## src/source/dmem_consts.svh

```systemverilog
/* Widths and size codes for the data-memory port.
   Included by the RTL and the testbench wherever these values are needed. */

`ifndef DMEM_CONSTS_SVH
`define DMEM_CONSTS_SVH

// Word geometry.
`define DMEM_DATA_WIDTH 32
`define DMEM_ADDR_WIDTH 10  // Word address bits, 1024 words in total.
`define DMEM_BYTES      4   // Byte lanes per word.

// Access size codes carried on the size input.
`define DMEM_SIZE_BYTE 2'd0
`define DMEM_SIZE_HALF 2'd1
`define DMEM_SIZE_WORD 2'd2
// Code 3 is not a legal size and is handled as a misaligned request.

`endif

```

## src/source/dmem_pkg.sv

```systemverilog
/* Types shared by the RAM, the memory bus interface and the access and load units.
   Imported by wildcard in the header of each module that uses them. */

`include "dmem_consts.svh"

package dmem_pkg;

    // A memory word is read either as one value or as its byte lanes.
    // Lane 0 holds the least significant byte, matching a little-endian core.
    typedef logic [7:0] lane_t;

    typedef union packed {
        lane_t [`DMEM_BYTES-1:0]       bytes;  // Per-lane view for byte writes.
        logic [`DMEM_DATA_WIDTH-1:0]   word;   // Whole-word view.
    } mem_word_t;

endpackage

```

## src/source/dmem_bus_if.sv

```systemverilog
/* Internal bus between the access unit, the RAM and the load unit.
   The access unit drives the write side, the RAM returns the read word. */

`include "dmem_consts.svh"

interface dmem_bus_if import dmem_pkg::*; ();

    logic [`DMEM_BYTES-1:0]      be;         // One write enable per byte lane.
    logic [`DMEM_ADDR_WIDTH-1:0] word_addr;  // Shared by reads and writes.
    mem_word_t                   wdata;      // Already replicated across the lanes.
    mem_word_t                   rdata;      // Combinational read of word_addr.

    // Request side, owned by the access unit.
    modport ctrl (
        output be,
        output word_addr,
        output wdata
    );

    // Storage side.
    modport ram (
        input  be,
        input  word_addr,
        input  wdata,
        output rdata
    );

    // The load unit only looks at the returned word.
    modport mon (
        input rdata
    );

endinterface

```

## src/source/access_unit.sv

```systemverilog
/* Decodes a memory request into lane enables, a word address and store data.
   Misaligned requests never reach the RAM and raise a one-cycle fault instead. */

`include "dmem_consts.svh"

module access_unit import dmem_pkg::*; (
    input  logic                        clk,
    input  logic                        arst_n,
    input  logic                        req,         // One-cycle request strobe.
    input  logic                        we,
    input  logic [1:0]                  size,
    input  logic [`DMEM_ADDR_WIDTH+1:0] addr,        // Byte address.
    input  logic [`DMEM_DATA_WIDTH-1:0] store_data,
    dmem_bus_if.ctrl                    bus,
    output logic                        fault
);

    logic [1:0]             offset;
    logic                   aligned;
    logic                   store;
    logic [`DMEM_BYTES-1:0] lane_mask;
    mem_word_t              store_word;

    assign offset = addr[1:0];

    // A halfword must start on an even byte, a word on a word boundary.
    always_comb begin
        case (size)
            `DMEM_SIZE_BYTE: aligned = 1'b1;
            `DMEM_SIZE_HALF: aligned = ~offset[0];
            `DMEM_SIZE_WORD: aligned = (offset == 2'b00);
            default:         aligned = 1'b0;
        endcase
    end

    assign store = req & we & aligned;

    // Lanes covered by the access, shifted to the addressed offset.
    always_comb begin
        case (size)
            `DMEM_SIZE_BYTE: lane_mask = 4'b0001 << offset;
            `DMEM_SIZE_HALF: lane_mask = 4'b0011 << offset;
            `DMEM_SIZE_WORD: lane_mask = 4'b1111;
            default:         lane_mask = 4'b0000;
        endcase
    end

    assign bus.be        = store ? lane_mask : '0;
    assign bus.word_addr = addr[`DMEM_ADDR_WIDTH+1:2];

    // The store value is copied to every lane so that the enables alone
    // pick where it lands in the word.
    assign store_word.word = store_data;

    always_comb begin
        for (int i = 0; i < `DMEM_BYTES; i++) begin
            case (size)
                `DMEM_SIZE_BYTE: bus.wdata.bytes[i] = store_word.bytes[0];
                `DMEM_SIZE_HALF: bus.wdata.bytes[i] = store_word.bytes[i % 2];
                default:         bus.wdata.bytes[i] = store_word.bytes[i];
            endcase
        end
    end

    always_ff @(posedge clk or negedge arst_n) begin
        if (!arst_n) begin
            fault <= 1'b0;
        end else begin
            fault <= req & ~aligned;  // Loads and stores fault alike.
        end
    end

    // Unknown controls on a request would turn the lane decode into unknown enables.
    req_known_a: assert property (@(posedge clk) disable iff (!arst_n)
        !$isunknown(req) && (!req || !$isunknown({we, size, addr})))
        else $error("access_unit: request controls unknown at clock edge");

endmodule

```

## src/flat_wrapper.sv

```systemverilog
// flat-port wrapper written by rule: the top's interface ports become plain ports
module access_unit_flat import dmem_pkg::*;
  (clk, arst_n, req, we, size, addr, store_data, fault, bus_be, bus_word_addr, bus_wdata);
  dmem_bus_if bus_i ();
  input  logic clk;
  input  logic arst_n;
  input  logic req;
  input  logic we;
  input  logic [1:0] size;
  input  logic [`DMEM_ADDR_WIDTH+1:0] addr;
  input  logic [`DMEM_DATA_WIDTH-1:0] store_data;
  output logic fault;
  output wire logic [$bits(bus_i.be)-1:0] bus_be;
  output wire logic [$bits(bus_i.word_addr)-1:0] bus_word_addr;
  output wire logic [$bits(bus_i.wdata)-1:0] bus_wdata;
  assign bus_be = bus_i.be;
  assign bus_word_addr = bus_i.word_addr;
  assign bus_wdata = bus_i.wdata;
  access_unit u_core (.clk(clk), .arst_n(arst_n), .req(req), .we(we), .size(size), .addr(addr), .store_data(store_data), .bus(bus_i), .fault(fault));
endmodule
```

## config.mk

```make
export PLATFORM = sky130hd
export DESIGN_NAME = access_unit_flat
export DESIGN_NICKNAME = d
export VERILOG_FILES = /design/src/source/dmem_pkg.sv /design/src/source/dmem_bus_if.sv /design/src/source/access_unit.sv /design/src/flat_wrapper.sv
export VERILOG_INCLUDE_DIRS = /design/src /design/src/source
export SDC_FILE = /design/constraint.sdc
export NUM_CORES = 1
export LEC_CHECK = 0
export BUFFER_PORTS_ARGS = -buffer_cell sky130_fd_sc_hd__buf_4
export CAP_MARGIN = 20
export CORE_MARGIN = 2
export CORE_UTILIZATION = 31
export CTS_BUF_LIST = sky130_fd_sc_hd__clkbuf_2
export CTS_CLUSTER_DIAMETER = 120
export DETAILED_ROUTE_END_ITERATION = 10
export MAX_ROUTING_LAYER = met4
export PLACE_DENSITY = 0.83
export SLEW_MARGIN = 0
export SYNTH_ARGS = -nofsm -noshare
export SYNTH_HDL_FRONTEND = slang
export SYNTH_SLANG_ARGS = --single-unit
export TNS_END_PERCENT = 5
```

## constraint.sdc

```tcl
create_clock -name clk -period 1.49 [get_ports clk]
set_input_delay 0.298 -clock clk [delete_from_list [all_inputs] [get_ports clk]]
set_output_delay 0.298 -clock clk [all_outputs]
set_load 0.005 [all_outputs]
```

==> results of run 1 <==
## layout make-up
cell class | instances | area, um2 | share of cell area [%]
timing repair buffer | 86 | 657 | 55.0
multi-input combinational | 56 | 475 | 39.8
inverter | 1 | 3.75 | 0.314
tap | 27 | 33.8 | 2.83
sequential | 1 | 25.0 | 2.09
## logic make-up after synthesis
family	synth area share [%]
muxes	39.0
DFF	3.74
AOI/OAI and AO/OA	15.0
and+or+nand+nor	13.1
buffers and inverters	27.9
xor gates and xnor gates	1.31
## power groups by stage
stage                     Combinational (mW)  Sequential (mW)  Clock [mW]
after floorplan                        0.160           0.0302           0
after global placement                 0.332           0.0299           0
final                                  0.345           0.0301           0
after detailed placement               0.338           0.0300           0
after CTS                              0.341           0.0300           0
after global routing                   0.374           0.0300           0
## metal layers
| metal | up-vias | share of wire [%] | wire length, um |
|---|---|---|---|
| li1 | 403 | - | - |
| met1 | 356 | 35 | 771 |
| met2 | 56 | 54 | 1170 |
| met3 | 2 | 11 | 238 |
| met4 | 0 | 0.23 | 5 |
| met5 | - | 0 | 0 |
## final timing paths
kind,endpoint
max in group asynchronous,u_core.fault
min,u_core.fault
max,bus_be[3]
min in group clk,u_core.fault
## through the flow
stage          area, um2  TNS (ps)  power, mW
2_1_floorplan        668         0      0.190
3_3_place_gp        1160     -39.0      0.362
3_5_place_dp        1160     -87.9      0.368
4_1_cts             1170     -27.2      0.371
5_1_grt             1190      -387      0.404
6_report            1190     -40.5      0.375
## cells in the final DEF, fill, tap and decap left out
cell type | synthesis | final
buf_4 | 18 | 83
mux2_2 | 16 | 16
o21ai_0 | 10 | 10
nand2_1 | 9 | 9
mux2i_1 | 8 | 8
buf_6 | 2 | 3
nand4bb_1 | 2 | 2
nand2b_1 | 1 | 1
or3b_1 | 1 | 1
a211oi_2 | 0 | 1
inv_1 | 1 | 1
xnor2_1 | 1 | 1
o21a_1 | 1 | 1
a2111oi_4 | 0 | 1
a2111oi_1 | 0 | 1
nor2_2 | 1 | 1
or4b_1 | 1 | 1
a31oi_1 | 1 | 1
a21oi_1 | 1 | 1
dfrtp_1 | 1 | 1
## repair_timing
| item | 4_1_cts | 5_1_grt |
|---|---|---|
| setup endpoints to repair | 1 | 10 |
| resized for setup | 2 | 4 |
| buffers inserted | 0 | 0 |
| pin swaps | 2 | 2 |
==> results_dict.tcl, run 1 <==
set metrics [dict create \
    use_met2_pct 32.7 \
    path_max_fanout 3 \
    async_flop_share_pct 100 \
    pwr_density_cell_nw_per_um2 314 \
    dp_slack_ps -87.9 \
    rsz0062_at_grt "yes" \
    dp_cells 171 \
    grt_max_degree 16 \
    p_sw_mw 0.124 \
    critical_path_class "primary input to output pin" \
    antenna_found_initial 0 \
    reg_top3 "u_core.fault (1)" \
    violations "setup timing" \
    cp-startpoint "addr[1]" \
    ys_ff_latch 1 \
    worstPathCellList "buf_6 -> or4b_1 -> a31oi_1 -> buf_4" \
    regMostFlops "u_core.fault" \
    drt-initial-drc-count 1 \
    fin_crit_ps 1510 \
    clkPwrFrac_pct 0 \
    crit_slowest_cell "or4b_1" \
    die_w_um 50.4 \
    met3_usage_pct 1.79 \
    internal_power_mw 0.251 \
    overflow 0 \
    max_freq_mhz 661 \
    start_kind "primary input" \
    finalSetupViolCount 2 \
    die_h_um 50.4 \
    nets 196 \
    syn_inst 83 \
    fin_ws_ps -23.0 \
    portBuffers 76 \
    p_leak_nw 0.602 \
    synth.top_cell.area_share_pct 27.0 \
    track_usage_pct 15.8 \
    synth_cell_types 21 \
    synth_common_cells "buf_4 (18), mux2_2 (16), o21ai_0 (10)" \
    drc 0 \
    post-route-period-util_pct 102 \
    fp-row-count 16 \
    largest_register_ffs 1 \
    grt_pass1_wl_um 3240 \
    cp-end-kind "output pin" \
    drv_cap 0 \
    grt_pass1_vias 780 \
    cpPeakStageDelay_ps 520 \
    crit_buf_inv 2 \
    yosysTopAreaCell "mux2_2" \
    drive_above_1_share_pct 72.9 \
    synth-edff-count 0 \
    core_um2 2000 \
    cpLargestDelayFamily "simple AND/OR/NAND/NOR gates" \
    dieArea_um2 2540 \
    synth_area_leaders "mux2_2 (27%), buf_4 (20%), mux2i_1 (12%)" \
    hold_ws_ps 73.7 \
    area_growth_pct 78.8 \
    utilization_pct 59.7 \
    cp.required_ps 1190 \
    ys.flop_type "dfrtp_1" \
    diodes 0 \
    holdBufCountCts 0 \
    clk_pin_slew_ps 0 \
    start_util_pct 33.4 \
    power_frac_seq_pct 8.0 \
    final_cells 171 \
    maxSlewViolCount 0 \
    vias 817 \
    num_io_pins 97 \
    synth_area_um2 668 \
    grtUsageMet1_pct 16.3 \
    finalHoldViolCount 0 \
    p_comb_share_pct 92.0 \
    hpwlAfterDp_um 1770 \
    slew_headroom_pct 76.0 \
    syn-mean-instance-area_um2 8.05 \
    ant_nets 0 \
    gp_congestion 0.651 \
    path_depth 4 \
    ir_drop_uv 156 \
    synth.most_common_cell "buf_4" \
    yosysSeqAreaShare_pct 3.75 \
    busiest_layer "met2" \
    ys_warn_count 0 \
    hold_path_class "primary input to async pin" \
    wl_per_cell_um 12.8 \
    fill_cells 195 \
    status "finished with violations" \
    tightest_slew_ps 359 \
    crit_arrival_ps 1210 \
    firstDrtPassIters 2 \
    switching_share_pct 33.0 \
    vias_per_cell 4.78 \
    syn_nets 133 \
    routed_wl_um 2190 \
]
No activity file was read; power rests on OpenSTA's default activity.
==> inputs of run 2 (changes only) <==
--- a/config.mk
+++ b/config.mk
@@ -6,15 +6,14 @@
 export SDC_FILE = /design/constraint.sdc
 export NUM_CORES = 1
 export LEC_CHECK = 0
-export BUFFER_PORTS_ARGS = -buffer_cell sky130_fd_sc_hd__buf_4
 export CAP_MARGIN = 20
 export CORE_MARGIN = 2
-export CORE_UTILIZATION = 31
+export CORE_UTILIZATION = 50
 export CTS_BUF_LIST = sky130_fd_sc_hd__clkbuf_2
 export CTS_CLUSTER_DIAMETER = 120
 export DETAILED_ROUTE_END_ITERATION = 10
+export DONT_BUFFER_PORTS = 1
 export MAX_ROUTING_LAYER = met4
-export PLACE_DENSITY = 0.83
 export SLEW_MARGIN = 0
 export SYNTH_ARGS = -nofsm -noshare
 export SYNTH_HDL_FRONTEND = slang
==> run 2 against run 1 <==
Against the previous run: the flow now finishes without violations; utilization is 19 points lower; largest cell class is now multi-input gates; sequential share of layout area is 2.7 points higher; via count is 39% lower; cell area is 57% lower; maximum frequency is 15% higher; cell count is 56% lower; hold slack worse by 71 ps; critical path depth is 1 lower; global-route usage is 2.9 points lower.
==> results_dict.tcl, run 2 (same netlist as run 1, synthesis figures left out) <==
set metrics [dict create \
    largest_register_ffs 1 \
    track_usage_pct 13.0 \
    p_sw_mw 0.0429 \
    wl_per_cell_um 17.2 \
    num_io_pins 97 \
    grt_pass1_wl_um 1520 \
    crit_buf_inv 1 \
    slew_headroom_pct 72.4 \
    die_h_um 40.6 \
    nets 112 \
    fill_cells 139 \
    hpwlAfterDp_um 1000 \
    routed_wl_um 1290 \
    p_comb_share_pct 77.5 \
    ant_nets 0 \
    critical_path_class "primary input to output pin" \
    core_um2 1270 \
    clkPwrFrac_pct 0 \
    drv_cap 0 \
    cp.required_ps 1190 \
    cp-end-kind "output pin" \
    finalHoldViolCount 0 \
    tightest_slew_ps 404 \
    postCtsSetupBuffers 0 \
    crit_arrival_ps 1010 \
    cpPeakStageDelay_ps 440 \
    switching_share_pct 31.8 \
    drt-initial-drc-count 1 \
    portBuffers 0 \
    power_mw 0.135 \
    overflow 0 \
    crit_slowest_cell "a2111oi_0" \
    internal_power_mw 0.0918 \
    vias 496 \
    max_freq_mhz 763 \
    path_max_fanout 4 \
    diodes 0 \
    fin_ws_ps 179 \
    clk_pin_slew_ps 0 \
    die_w_um 40.6 \
    antenna_found_initial 0 \
    firstDrtPassIters 2 \
    fin_crit_ps 1310 \
    finalSetupViolCount 0 \
    reg_top3 "u_core.fault (1)" \
    pwr_density_cell_nw_per_um2 259 \
    p_leak_nw 0.191 \
    cts_resized 0 \
    status "completed" \
    setup-tns-final_ps 0 \
    final_cell_mix "mux2_2 (16), o21ai_0 (10), nand2_1 (9)" \
    regMostFlops "u_core.fault" \
    drc 0 \
    start_util_pct 52.7 \
    fp-row-count 13 \
    worstPathCellList "nand2_1 -> a2111oi_0 -> buf_4" \
    vias_per_cell 6.61 \
    final_common_cell "mux2_2" \
    utilization_pct 40.9 \
    hold_ws_ps 2.36 \
    rsz0062_at_grt "no" \
    gp_congestion 0.489 \
    cpLargestDelayFamily "compound AO/OA/AOI/OAI gates" \
    ir_drop_uv 84.8 \
    hold_path_class "primary input to async pin" \
    drive_above_1_share_pct 33.3 \
    post-route-period-util_pct 88.0 \
    holdBufCountCts 0 \
    maxSlewViolCount 0 \
    dp_slack_ps 149 \
    power_frac_seq_pct 22.5 \
    area_growth_pct -22.3 \
    dieArea_um2 1640 \
    start_kind "primary input" \
    grt_max_degree 36 \
    grt_pass1_vias 372 \
]
[run 2: cell count changes in the layout (fill, tap and decap cells not counted), sizes merged]
cell  change
buf      -84
[run 2: power by group through the flow]
stage | clock [mW] | combinational, mW | sequential (mW)
2_1_floorplan | 0 | 0.160 | 0.0302
3_3_place_gp | 0 | 0.105 | 0.0303
3_5_place_dp | 0 | 0.106 | 0.0303
4_1_cts | 0 | 0.107 | 0.0303
5_1_grt | 0 | 0.119 | 0.0306
6_report | 0 | 0.104 | 0.0303
[run 2: through the flow]
step	instance area [um2]	cells
after floorplan	668	83
after global placement	519	75
after detailed placement	519	75
after CTS	519	75
after global routing	519	75
final	519	75
[run 2: layout make-up]
type / count / area [um2] / area share (%)
inverter: 1 / 3.75 / 0.723
tap: 15 / 18.8 / 3.61
multi-input combinational: 56 / 457 / 88.0
timing repair buffer: 2 / 15.0 / 2.89
sequential: 1 / 25.0 / 4.82
[run 2: final timing paths]
path | startpoint | to | slack (ps) | depth (start not counted)
max | req | bus_be[0] | 180 | 3
max in group asynchronous | arst_n | u_core.fault | 1420 | 0
min in group clk | req | u_core.fault | 450 | 2
min | arst_n | u_core.fault | 2 | 0
[run 2: metal layers]
layer | share of wire, % | wire length, um | GRT usage, %
met1 | 37 | 477 | 18.3
met2 | 48 | 621 | 20.6
met3 | 14 | 184 | 0.556
met4 | 0.47 | 6 | 1.67
met5 | 0 | 0 | -
