--- config.mk ---
export PLATFORM = sky130hd
export DESIGN_NAME = load_unit_flat
export DESIGN_NICKNAME = d
export VERILOG_FILES = /design/src/source/dmem_pkg.sv /design/src/source/dmem_bus_if.sv /design/src/source/load_unit.sv /design/src/flat_wrapper.sv
export VERILOG_INCLUDE_DIRS = /design/src /design/src/source
export SDC_FILE = /design/constraint.sdc
export NUM_CORES = 1
export LEC_CHECK = 0
export BUFFER_PORTS_ARGS = -buffer_cell sky130_fd_sc_hd__buf_4
export CELL_PAD_IN_SITES_DETAIL_PLACEMENT = 0
export CELL_PAD_IN_SITES_GLOBAL_PLACEMENT = 2
export CORE_ASPECT_RATIO = 0.9
export CORE_UTILIZATION = 28
export DETAILED_ROUTE_END_ITERATION = 16
export PLACE_DENSITY = 0.87
export SKIP_CTS_REPAIR_TIMING = 1
export SYNTH_ARGS = -nofsm -noshare
export SYNTH_HDL_FRONTEND = slang
export SYNTH_SLANG_ARGS = --single-unit
--- constraint.sdc ---
create_clock -name clk -period 2.2 [get_ports clk]
set_clock_uncertainty 0.15 [all_clocks]
set_input_delay 0.11 -clock clk [delete_from_list [all_inputs] [get_ports clk]]
set_output_delay 0.11 -clock clk [all_outputs]
set_load 0.01 [all_outputs]
--- src/source/dmem_consts.svh ---
/* Widths and size codes for the data-memory port.
   Included by the RTL and the testbench wherever these values are needed. */

`ifndef DMEM_CONSTS_SVH
`define DMEM_CONSTS_SVH

// Word geometry.
`define DMEM_DATA_WIDTH 32
`define DMEM_ADDR_WIDTH 10  // Word address bits, 1024 words in total.
`define DMEM_BYTES      4   // Byte lanes per word.

// Access size codes carried on the size input.
`define DMEM_SIZE_BYTE 2'd0
`define DMEM_SIZE_HALF 2'd1
`define DMEM_SIZE_WORD 2'd2
// Code 3 is not a legal size and is handled as a misaligned request.

`endif

--- src/source/dmem_pkg.sv ---
/* Types shared by the RAM, the memory bus interface and the access and load units.
   Imported by wildcard in the header of each module that uses them. */

`include "dmem_consts.svh"

package dmem_pkg;

    // A memory word is read either as one value or as its byte lanes.
    // Lane 0 holds the least significant byte, matching a little-endian core.
    typedef logic [7:0] lane_t;

    typedef union packed {
        lane_t [`DMEM_BYTES-1:0]       bytes;  // Per-lane view for byte writes.
        logic [`DMEM_DATA_WIDTH-1:0]   word;   // Whole-word view.
    } mem_word_t;

endpackage

--- src/source/dmem_bus_if.sv ---
/* Internal bus between the access unit, the RAM and the load unit.
   The access unit drives the write side, the RAM returns the read word. */

`include "dmem_consts.svh"

interface dmem_bus_if import dmem_pkg::*; ();

    logic [`DMEM_BYTES-1:0]      be;         // One write enable per byte lane.
    logic [`DMEM_ADDR_WIDTH-1:0] word_addr;  // Shared by reads and writes.
    mem_word_t                   wdata;      // Already replicated across the lanes.
    mem_word_t                   rdata;      // Combinational read of word_addr.

    // Request side, owned by the access unit.
    modport ctrl (
        output be,
        output word_addr,
        output wdata
    );

    // Storage side.
    modport ram (
        input  be,
        input  word_addr,
        input  wdata,
        output rdata
    );

    // The load unit only looks at the returned word.
    modport mon (
        input rdata
    );

endinterface

--- src/source/load_unit.sv ---
/* Picks the addressed lanes out of the RAM word and extends them to 32 bits.
   The result is registered and flagged by a one-cycle load_valid. */

`include "dmem_consts.svh"

module load_unit import dmem_pkg::*; (
    input  logic                        clk,
    input  logic                        arst_n,
    input  logic                        req,
    input  logic                        we,
    input  logic [1:0]                  size,
    input  logic                        is_unsigned,
    input  logic [`DMEM_ADDR_WIDTH+1:0] addr,
    dmem_bus_if.mon                     bus,
    output logic [`DMEM_DATA_WIDTH-1:0] load_data,
    output logic                        load_valid
);

    logic                        aligned;
    logic                        load;
    lane_t                       sel_byte;
    logic [15:0]                 sel_half;
    logic [`DMEM_DATA_WIDTH-1:0] ext_data;

    // Alignment here only withholds load_valid. The access unit raises the fault.
    always_comb begin
        case (size)
            `DMEM_SIZE_BYTE: aligned = 1'b1;
            `DMEM_SIZE_HALF: aligned = ~addr[0];
            `DMEM_SIZE_WORD: aligned = (addr[1:0] == 2'b00);
            default:         aligned = 1'b0;
        endcase
    end

    assign load = req & ~we & aligned;

    assign sel_byte = bus.rdata.bytes[addr[1:0]];
    assign sel_half = {bus.rdata.bytes[{addr[1], 1'b1}], bus.rdata.bytes[{addr[1], 1'b0}]};

    always_comb begin
        case (size)
            `DMEM_SIZE_BYTE: ext_data = is_unsigned ? {24'b0, sel_byte}
                                                    : {{24{sel_byte[7]}}, sel_byte};
            `DMEM_SIZE_HALF: ext_data = is_unsigned ? {16'b0, sel_half}
                                                    : {{16{sel_half[15]}}, sel_half};
            default:         ext_data = bus.rdata.word;
        endcase
    end

    always_ff @(posedge clk or negedge arst_n) begin
        if (!arst_n) begin
            load_valid <= 1'b0;
            load_data  <= '0;
        end else begin
            load_valid <= load;
            if (load) begin
                load_data <= ext_data;  // Held until the next load.
            end
        end
    end

    // A load must not pick up unknown bits, such as lanes that were never written.
    load_known_a: assert property (@(posedge clk) disable iff (!arst_n)
        load |-> !$isunknown(ext_data))
        else $error("load_unit: load returned unknown data");

endmodule

--- src/flat_wrapper.sv ---
// flat-port wrapper written by rule: the top's interface ports become plain ports
module load_unit_flat import dmem_pkg::*;
  (clk, arst_n, req, we, size, is_unsigned, addr, load_data, load_valid, bus_rdata);
  dmem_bus_if bus_i ();
  input  logic clk;
  input  logic arst_n;
  input  logic req;
  input  logic we;
  input  logic [1:0] size;
  input  logic is_unsigned;
  input  logic [`DMEM_ADDR_WIDTH+1:0] addr;
  output logic [`DMEM_DATA_WIDTH-1:0] load_data;
  output logic load_valid;
  input wire logic [$bits(bus_i.rdata)-1:0] bus_rdata;
  assign bus_i.rdata = bus_rdata;
  load_unit u_core (.clk(clk), .arst_n(arst_n), .req(req), .we(we), .size(size), .is_unsigned(is_unsigned), .addr(addr), .bus(bus_i), .load_data(load_data), .load_valid(load_valid));
endmodule
==> impl_metrics.ini, run 1 <==
[global_routing]
grt_pass1_vias = 1628
grt-ovfl-total = 0
track_usage_pct = 16.5
grt_start_max_net_pins = 36
grt_pass1_wl_um = 8800
antenna_found_initial = 0

[clock_tree]
clockBufferDepth = 2
cts_sinks = 33
cts_tree = yes
cts.clk_slew.worst_paths_ps = 70
cts_made_buffers = 5
htree_num_levels = 2
clock_latency_ps = 280
root_buffer = clkbuf_8

[timing]
fin_crit_ps = 1850
worstMarginPinSlew_ps = 692
finalHoldViolCount = 6
rsz0062_at_grt = no
whs_ps = -16.7
slew_headroom_pct = 53.8
fin_crit_sh_pct = 84.2
tns_ps = 0
max_freq_ghz = 0.540
setup_viol = 0
slew_violations = 0

[cells_and_area]
fin_util_pct = 42.9
n_antenna_cell = 0
drive_gt1_share_pct = 34.3
syn_to_final_growth_pct = 44.1
final_cell_mix = 75 x buf_4, 33 x dfrtp_1, 24 x nor2_1
final_common_cell = buf_4
nets = 339

[status]
failed_checks = hold timing
status = finished, violations left

[route]
via_per_inst = 4.86
drtIter0Drc = 70
drc_errors = 0
routedWlPerCell_um = 15.2
num_vias = 1829
drt-total-wl_um = 5710
drt_pass1_iterations = 4
ant_nets = 0

[critical_path]
worstPathMaxFanout = 16
crit_type = primary input to register
cp.required_ps = 2180
cp_top_family = buffers and inverters
crit_chain = dlygate4sd3_1 > buf_4 > mux2_2 > nor2_1 > a2111o_1 > o21ai_0
max_stage_delay_ps = 540
path_buf_inv = 2
crit_arrival_ps = 1830
critPathSlowestCell = dlygate4sd3_1
end_kind = register
cp-start-kind = primary input

[min_path]
hp-class = primary input to register

[yosys]
synth_seq_area_share_pct = 44.1
yosys-top-cells-area = dfrtp_1 44%, o21ai_0 6.2%, mux2_2 4.8%
async_flop_share_pct = 100
synth_largest_area_cell = dfrtp_1
yosysWarnings = 0
synth_edf_count = 0
synthesis.instances = 213
synth.avg_cell_area_um2 = 8.78
yosys.cell_types.count = 32
ys_seq_elements = 33
ys.flop_type = dfrtp_1
syn_nets = 264
synth_top_area_share_pct = 44.1
syn-cell-area_um2 = 1870

[pwr]
p_per_area_nw_per_um2 = 782
vdd_drop_max_v = 0.000267
power.leakage_nw = 1.19
power.total_w = 0.00211

[die]
start_util_pct = 29.8
dieArea_um2 = 7010
rows = 27
ios = 84
coreArea_um2 = 6280
die_w_um = 88.2
fp.dieH_um = 79.5

[placed_design]
portBuffers = 73
gp_congestion = 0.734
dp_hpwl_um = 3980

[job]
drv_cap = 0
==> sequential cells by signal, indices dropped and copies added, names as in the netlist <==
name	cells
u_core.load_data	32
u_core.load_valid	1
==> worst reg2reg max path, cell delays in order, from the launching register on <==
cell and delay (ps):
dfrtp_1 410, nor2_1 110, o21ai_0 90
==> layout make-up <==
cell class	instances	area, µm²
fillers	653	3590
multi-input cells	161	947
flip-flops and latches	33	826
repair buffers	85	673
well taps	87	109
clock buffers	5	68.8
clock inverters	3	65.1
inverters	2	7.51
==> synth_stat cells, types with 6 or more instances <==
cell / count
a221oi_1: 6
buf_2: 6
nand2_1: 20
a21oi_1: 16
nand3b_1: 8
a31oi_1: 7
dfrtp_1: 33
or3_1: 14
o21ai_0: 23
clkbuf_1: 7
nor2_1: 24
mux2_2: 8
o21ai_1: 6
nor2b_1: 8
==> metrics by stage <==
stage | worst slack [ps] | std cells | area [µm²] | hold slack (ps)
4_1_cts | 626 | 367 | 2610 | -375
3_3_place_gp | 365 | 359 | 2470 | -62.1
6_report | 349 | 376 | 2700 | -16.7
5_1_grt | 249 | 376 | 2700 | 0.891
3_5_place_dp | 343 | 359 | 2470 | -62.9
2_1_floorplan | 803 | 213 | 1870 | -336
==> logic make-up after synthesis <==
logic type / synth area share [%]
and+or+nand+nor: 22.5
buffers and inverters: 5.22
DFF: 44.1
muxes: 6.42
AOI/OAI and AO/OA: 21.7
==> power by group <==
part / leakage (nW) / internal (W) / switching [W]
sequential: 0.388 / 0.000737 / 0.0000764
combinational: 0.737 / 0.000323 / 0.000287
clock: 0.0681 / 0.000450 / 0.000235
total: 1.19 / 0.00151 / 0.000598
==> metal layers <==
| layer | vias to the layer above | track usage (%) | routed length [µm] |
|---|---|---|---|
| met5 | - | 0 | 0 |
| met4 | 0 | 3.87 | 31 |
| met3 | 4 | 3.72 | 351 |
| met2 | 63 | 24.0 | 2470 |
| met1 | 852 | 24.5 | 2850 |
| li1 | 910 | - | - |
==> final timing paths <==
kind                            slack, ps  depth (start not counted)                              from                                to
worst min register to register        340                          2  u_core.load_data[15]$_DFFE_PN0P_  u_core.load_data[15]$_DFFE_PN0P_
max in group asynchronous            1420                          2                            arst_n  u_core.load_data[20]$_DFFE_PN0P_
worst min-delay path                  -20                          3                      bus_rdata[6]   u_core.load_data[6]$_DFFE_PN0P_
min in group asynchronous             160                          2                            arst_n  u_core.load_data[23]$_DFFE_PN0P_
worst max register to register       1300                          2  u_core.load_data[25]$_DFFE_PN0P_  u_core.load_data[25]$_DFFE_PN0P_
worst max-delay path                  350                          6                     bus_rdata[31]  u_core.load_data[20]$_DFFE_PN0P_
Power figures use the tool's default switching activity.
==> inputs of run 2 (changes only) <==
- CORE_UTILIZATION: 28 -> 23
- PLACE_DENSITY: 0.87 -> 0.76
- clock period: 2.2 -> 1.5 ns (I/O delays scaled with it)
==> run 2 against run 1 <==
Against the previous run:
- the flow still finishes with violations (hold timing)
- clock power grew 28%
- first-iteration DRC count increased by 26%
- flip-flop and latch count did not move
- via count rose by 3.3%
- global-route usage fell by 2.0 points
- register-to-register slack worse by 680 ps
- sequential share of layout area down 2.3 points
- cell count rose by 8.2%
- non-clock buffer count grew 22
- die area rose by 21%
- critical endpoint is now u_core.load_data[4]$_DFFE_PN0P_
- largest cell class unchanged
- highest routed layer unchanged
==> impl_metrics.ini, run 2 (synthesis results as in run 1) <==
[cells_and_area]
final_common_cell = buf_4
nFillCells = 788
largest_reg_flops = 32
multi_input_comb_area_um2 = 947
drive_gt1_share_pct = 35.0
regMostFlops = u_core.load_data
syn_to_final_growth_pct = 56.1
reg_top3 = u_core.load_data: 32 flops, u_core.load_valid: 1 flops
final_cell_mix = 83 x buf_4, 33 x dfrtp_1, 24 x nor2_1
nets = 361
n_antenna_cell = 0
seq_area_um2 = 826

[global_routing]
grt-ovfl-total = 0
antenna_found_initial = 0
track_usage_pct = 14.5
grt_pass1_wl_um = 9610
grt_start_max_net_pins = 34
grt_pass1_vias = 1768

[critical_path]
crit_arrival_ps = 1450
end_kind = register
crit_type = primary input to register
cp.required_ps = 1500
worstPathMaxFanout = 3
cp-start-kind = primary input

[route]
routedWlPerCell_um = 15.3
drc_errors = 0
drt-total-wl_um = 6240
ant_nets = 0
num_vias = 1890
via_per_inst = 4.64
drt_pass1_iterations = 4
drtIter0Drc = 88

[job]
drv_cap = 0

[timing]
slew_headroom_pct = 71.4
fin_crit_sh_pct = 96.7
slew_violations = 0
max_freq_ghz = 0.689
setup_viol = 0
fin_crit_ps = 1450
worstMarginPinSlew_ps = 429
fin_ws_ps = 49.1
rsz0062_at_grt = no
whs_ps = -38.1
tns_ps = 0
finalHoldViolCount = 10

[die]
rows = 30
fp.dieH_um = 87.6
dieArea_um2 = 8500
ios = 84
die_w_um = 97.1
start_util_pct = 24.3
coreArea_um2 = 7690

[min_path]
hp-class = primary input to register

[clock_tree]
cts.clk_slew.worst_paths_ps = 70
htree_num_levels = 2
cts_made_buffers = 5
clockBufferDepth = 2
clock_latency_ps = 280
cts_tree = yes
root_buffer = clkbuf_8
cts_sinks = 33

[placed_design]
dp_hpwl_um = 4420
gp_congestion = 0.712
pre_cts_slack_ps = -20.9
portBuffers = 73

[status]
failed_checks = hold timing
status = finished, violations left

[pwr]
vdd_drop_max_v = 0.000421
power.leakage_nw = 1.30
p_per_area_nw_per_um2 = 1030
run 2: final timing paths:
kind                                                   from                               end  slack (ps)  depth (start not counted)
max                                           bus_rdata[28]   u_core.load_data[4]$_DFFE_PN0P_          50                          5
min                                           bus_rdata[25]  u_core.load_data[25]$_DFFE_PN0P_         -40                          3
max reg2reg                u_core.load_data[11]$_DFFE_PN0P_  u_core.load_data[11]$_DFFE_PN0P_         620                          2
min reg2reg                u_core.load_data[15]$_DFFE_PN0P_  u_core.load_data[15]$_DFFE_PN0P_         330                          2
max in group asynchronous                            arst_n   u_core.load_data[8]$_DFFE_PN0P_         760                          2
min in group asynchronous                            arst_n   u_core.load_data[2]$_DFFE_PN0P_         130                          2
run 2: area by class of cell:
cell class	count	share of cell area, %
tap	96	4.11
sequential	33	28.3
clock inverter	1	1.03
multi-input combinational	161	32.4
timing repair buffer	107	30.9
inverter	2	0.257
clock buffer	7	2.96
run 2: report_power, final:
| part | internal [W] | switching (W) | total, W |
|---|---|---|---|
| registers | 0.00108 | 0.000118 | 0.00120 |
| clock network | 0.000542 | 0.000333 | 0.000875 |
| logic | 0.000518 | 0.000431 | 0.000948 |
| total | 0.00214 | 0.000882 | 0.00302 |
run 2: per-stage QoR:
stage,cell area (µm²),power [W],instances,utilization (%)
after floorplan,1870,0.00159,213,-
after global placement,2600,0.00212,379,33.8
after detailed placement,2600,0.00213,379,33.8
after CTS,2720,0.00302,387,35.3
after global routing,2920,0.00319,407,38.0
final,2920,0.00302,407,38.0
run 2: critical path, stage by stage:
cell and delay [ps]:
dlygate4sd3_1 540, buf_4 150, or3_1 330, a31oi_1 250, o21ai_1 110
run 2: routing by layer:
| metal | track usage, % | up-vias | part of all wire, % |
|---|---|---|---|
| li1 | - | 949 | - |
| met2 | 23.1 | 52 | 46 |
| met3 | 3.19 | 2 | 4.8 |
| met4 | 2.44 | 0 | 0.29 |
| met1 | 20.6 | 887 | 49 |
| met5 | 0 | - | 0 |
==> inputs of run 3 (changes only) <==
- BUFFER_PORTS_ARGS: -buffer_cell sky130_fd_sc_hd__buf_4 -> -buffer_cell sky130_fd_sc_hd__buf_2
==> run 3 against run 2 <==
Against the previous run:
- the run still ends with hold timing left
- register-to-register slack improved by 20 ps
- sequential share of layout area increased by 2.4 points
- critical endpoint unchanged
- non-clock buffer count decreased by 1
- core utilization decreased by 3.0 points
- highest routed layer unchanged
- sequential power about the same
==> impl_metrics.ini, run 3 (synthesis results as in run 1) <==
[cells_and_area]
fin_util_pct = 35.0
syn_to_final_growth_pct = 43.8
final_common_cell = buf_2
final_cell_mix = 73 x buf_2, 33 x dfrtp_1, 24 x nor2_1
reg_top3 = u_core.load_data: 32 flops, u_core.load_valid: 1 flops
regMostFlops = u_core.load_data
n_antenna_cell = 0
drive_gt1_share_pct = 36.8
nets = 360
largest_reg_flops = 32

[critical_path]
crit_arrival_ps = 1440
worstPathMaxFanout = 3
end_kind = register
r2r-start = u_core.load_data[14]$_DFFE_PN0P_
crit_type = primary input to register
cp.required_ps = 1510
worstRegToRegCells = 2
crit_end = u_core.load_data[4]$_DFFE_PN0P_
cp-startpoint = bus_rdata[12]
r2r-end = u_core.load_data[14]$_DFFE_PN0P_
reg2reg_setup_slack_ps = 640
cp-start-kind = primary input

[clock_tree]
cts_made_buffers = 5
clock_latency_ps = 280
clockBufferDepth = 2
cts_tree = yes
cts_sinks = 33
cts.clk_slew.worst_paths_ps = 70
root_buffer = clkbuf_8
htree_num_levels = 2

[min_path]
hp-class = primary input to register

[timing]
fin_crit_ps = 1430
setup_viol = 0
fin_ws_ps = 74.8
finalHoldViolCount = 16
whs_ps = -46.0
max_freq_ghz = 0.702
slew_headroom_pct = 70.8
worstMarginPinSlew_ps = 438
slew_violations = 0
rsz0062_at_grt = no
fin_crit_sh_pct = 95.0

[route]
num_vias = 1887
routedWlPerCell_um = 15.0
drt-total-wl_um = 6080
ant_nets = 0
drtIter0Drc = 89
drt_pass1_iterations = 4
via_per_inst = 4.65
drc_errors = 0

[status]
failed_checks = hold timing
status = finished, violations left

[die]
rows = 30
start_util_pct = 24.3
fp.dieH_um = 87.6
coreArea_um2 = 7690
dieArea_um2 = 8500
die_w_um = 97.1
ios = 84

[pwr]
power.total_w = 0.00287
power.leakage_nw = 1.22
vdd_drop_max_v = 0.000479
p_per_area_nw_per_um2 = 1070

[global_routing]
grt-ovfl-total = 0
track_usage_pct = 14.9
antenna_found_initial = 0
grt_start_max_net_pins = 34
grt_pass1_vias = 1838
grt_pass1_wl_um = 9840

[placed_design]
dp_hpwl_um = 4360
portBuffers = 73
gp_congestion = 0.728
pre_cts_slack_ps = -22.0

[job]
drv_cap = 0
[run 3: cell count changes in the layout (fill, tap and decap cells not counted)]
cell,previous run,this run
dlygate4sd3_1,20,14
buf_12,4,2
buf_4,83,17
buf_2,0,73
[run 3: layout make-up]
| type | count | area (µm²) |
|---|---|---|
| Tap cell | 96 | 120 |
| Inverter | 2 | 7.51 |
| Fill cell | 829 | 5000 |
| Clock buffer | 7 | 86.3 |
| Sequential cell | 33 | 826 |
| Clock inverter | 1 | 30.0 |
| Timing Repair Buffer | 106 | 673 |
| Multi-Input combinational cell | 161 | 947 |
[run 3: metrics by stage]
step / hold slack, ps / instances / cell area (µm²) / setup TNS [ps]
6_report: -46.0 / 406 / 2690 / 0
5_1_grt: 2.49 / 406 / 2690 / 0
4_1_cts: -314 / 392 / 2550 / 0
3_5_place_dp: -3.15 / 384 / 2430 / -28.6
3_3_place_gp: -5.33 / 384 / 2430 / 0
2_1_floorplan: -371 / 213 / 1870 / 0
[run 3: where the power goes]
| group | total (W) | internal (W) | switching [W] |
|---|---|---|---|
| registers | 0.00118 | 0.00108 | 0.000102 |
| logic | 0.000810 | 0.000381 | 0.000428 |
| clock network | 0.000879 | 0.000542 | 0.000338 |
| total | 0.00287 | 0.00200 | 0.000868 |
[run 3: worst min-delay path by stage]
stage,startpoint,cells past startpoint,endpoint,slack [ps]
finish,bus_rdata[2],3,u_core.load_data[2]$_DFFE_PN0P_,-50
global route,bus_rdata[6],3,u_core.load_data[6]$_DFFE_PN0P_,2
CTS,arst_n,2,u_core.load_data[25]$_DFFE_PN0P_,-310
detailed placement,arst_n,2,u_core.load_data[0]$_DFFE_PN0P_,-3
global placement,arst_n,2,u_core.load_data[0]$_DFFE_PN0P_,-5
floorplan,arst_n,0,u_core.load_data[0]$_DFFE_PN0P_,-370
[run 3: worst max-delay path: stages]
cell           delay (ps)
dlygate4sd3_1         530
buf_2                 130
or3_1                 340
a31oi_1               250
o21ai_1               100
[run 3: layer usage]
metal  vias to the layer above  wire length (µm)  GRT usage, %
li1                        949                 -             -
met1                       884              3060          20.6
met2                        47              2660          23.2
met3                         7               307          3.99
met4                         0                46          3.66
met5                         -                 0             0
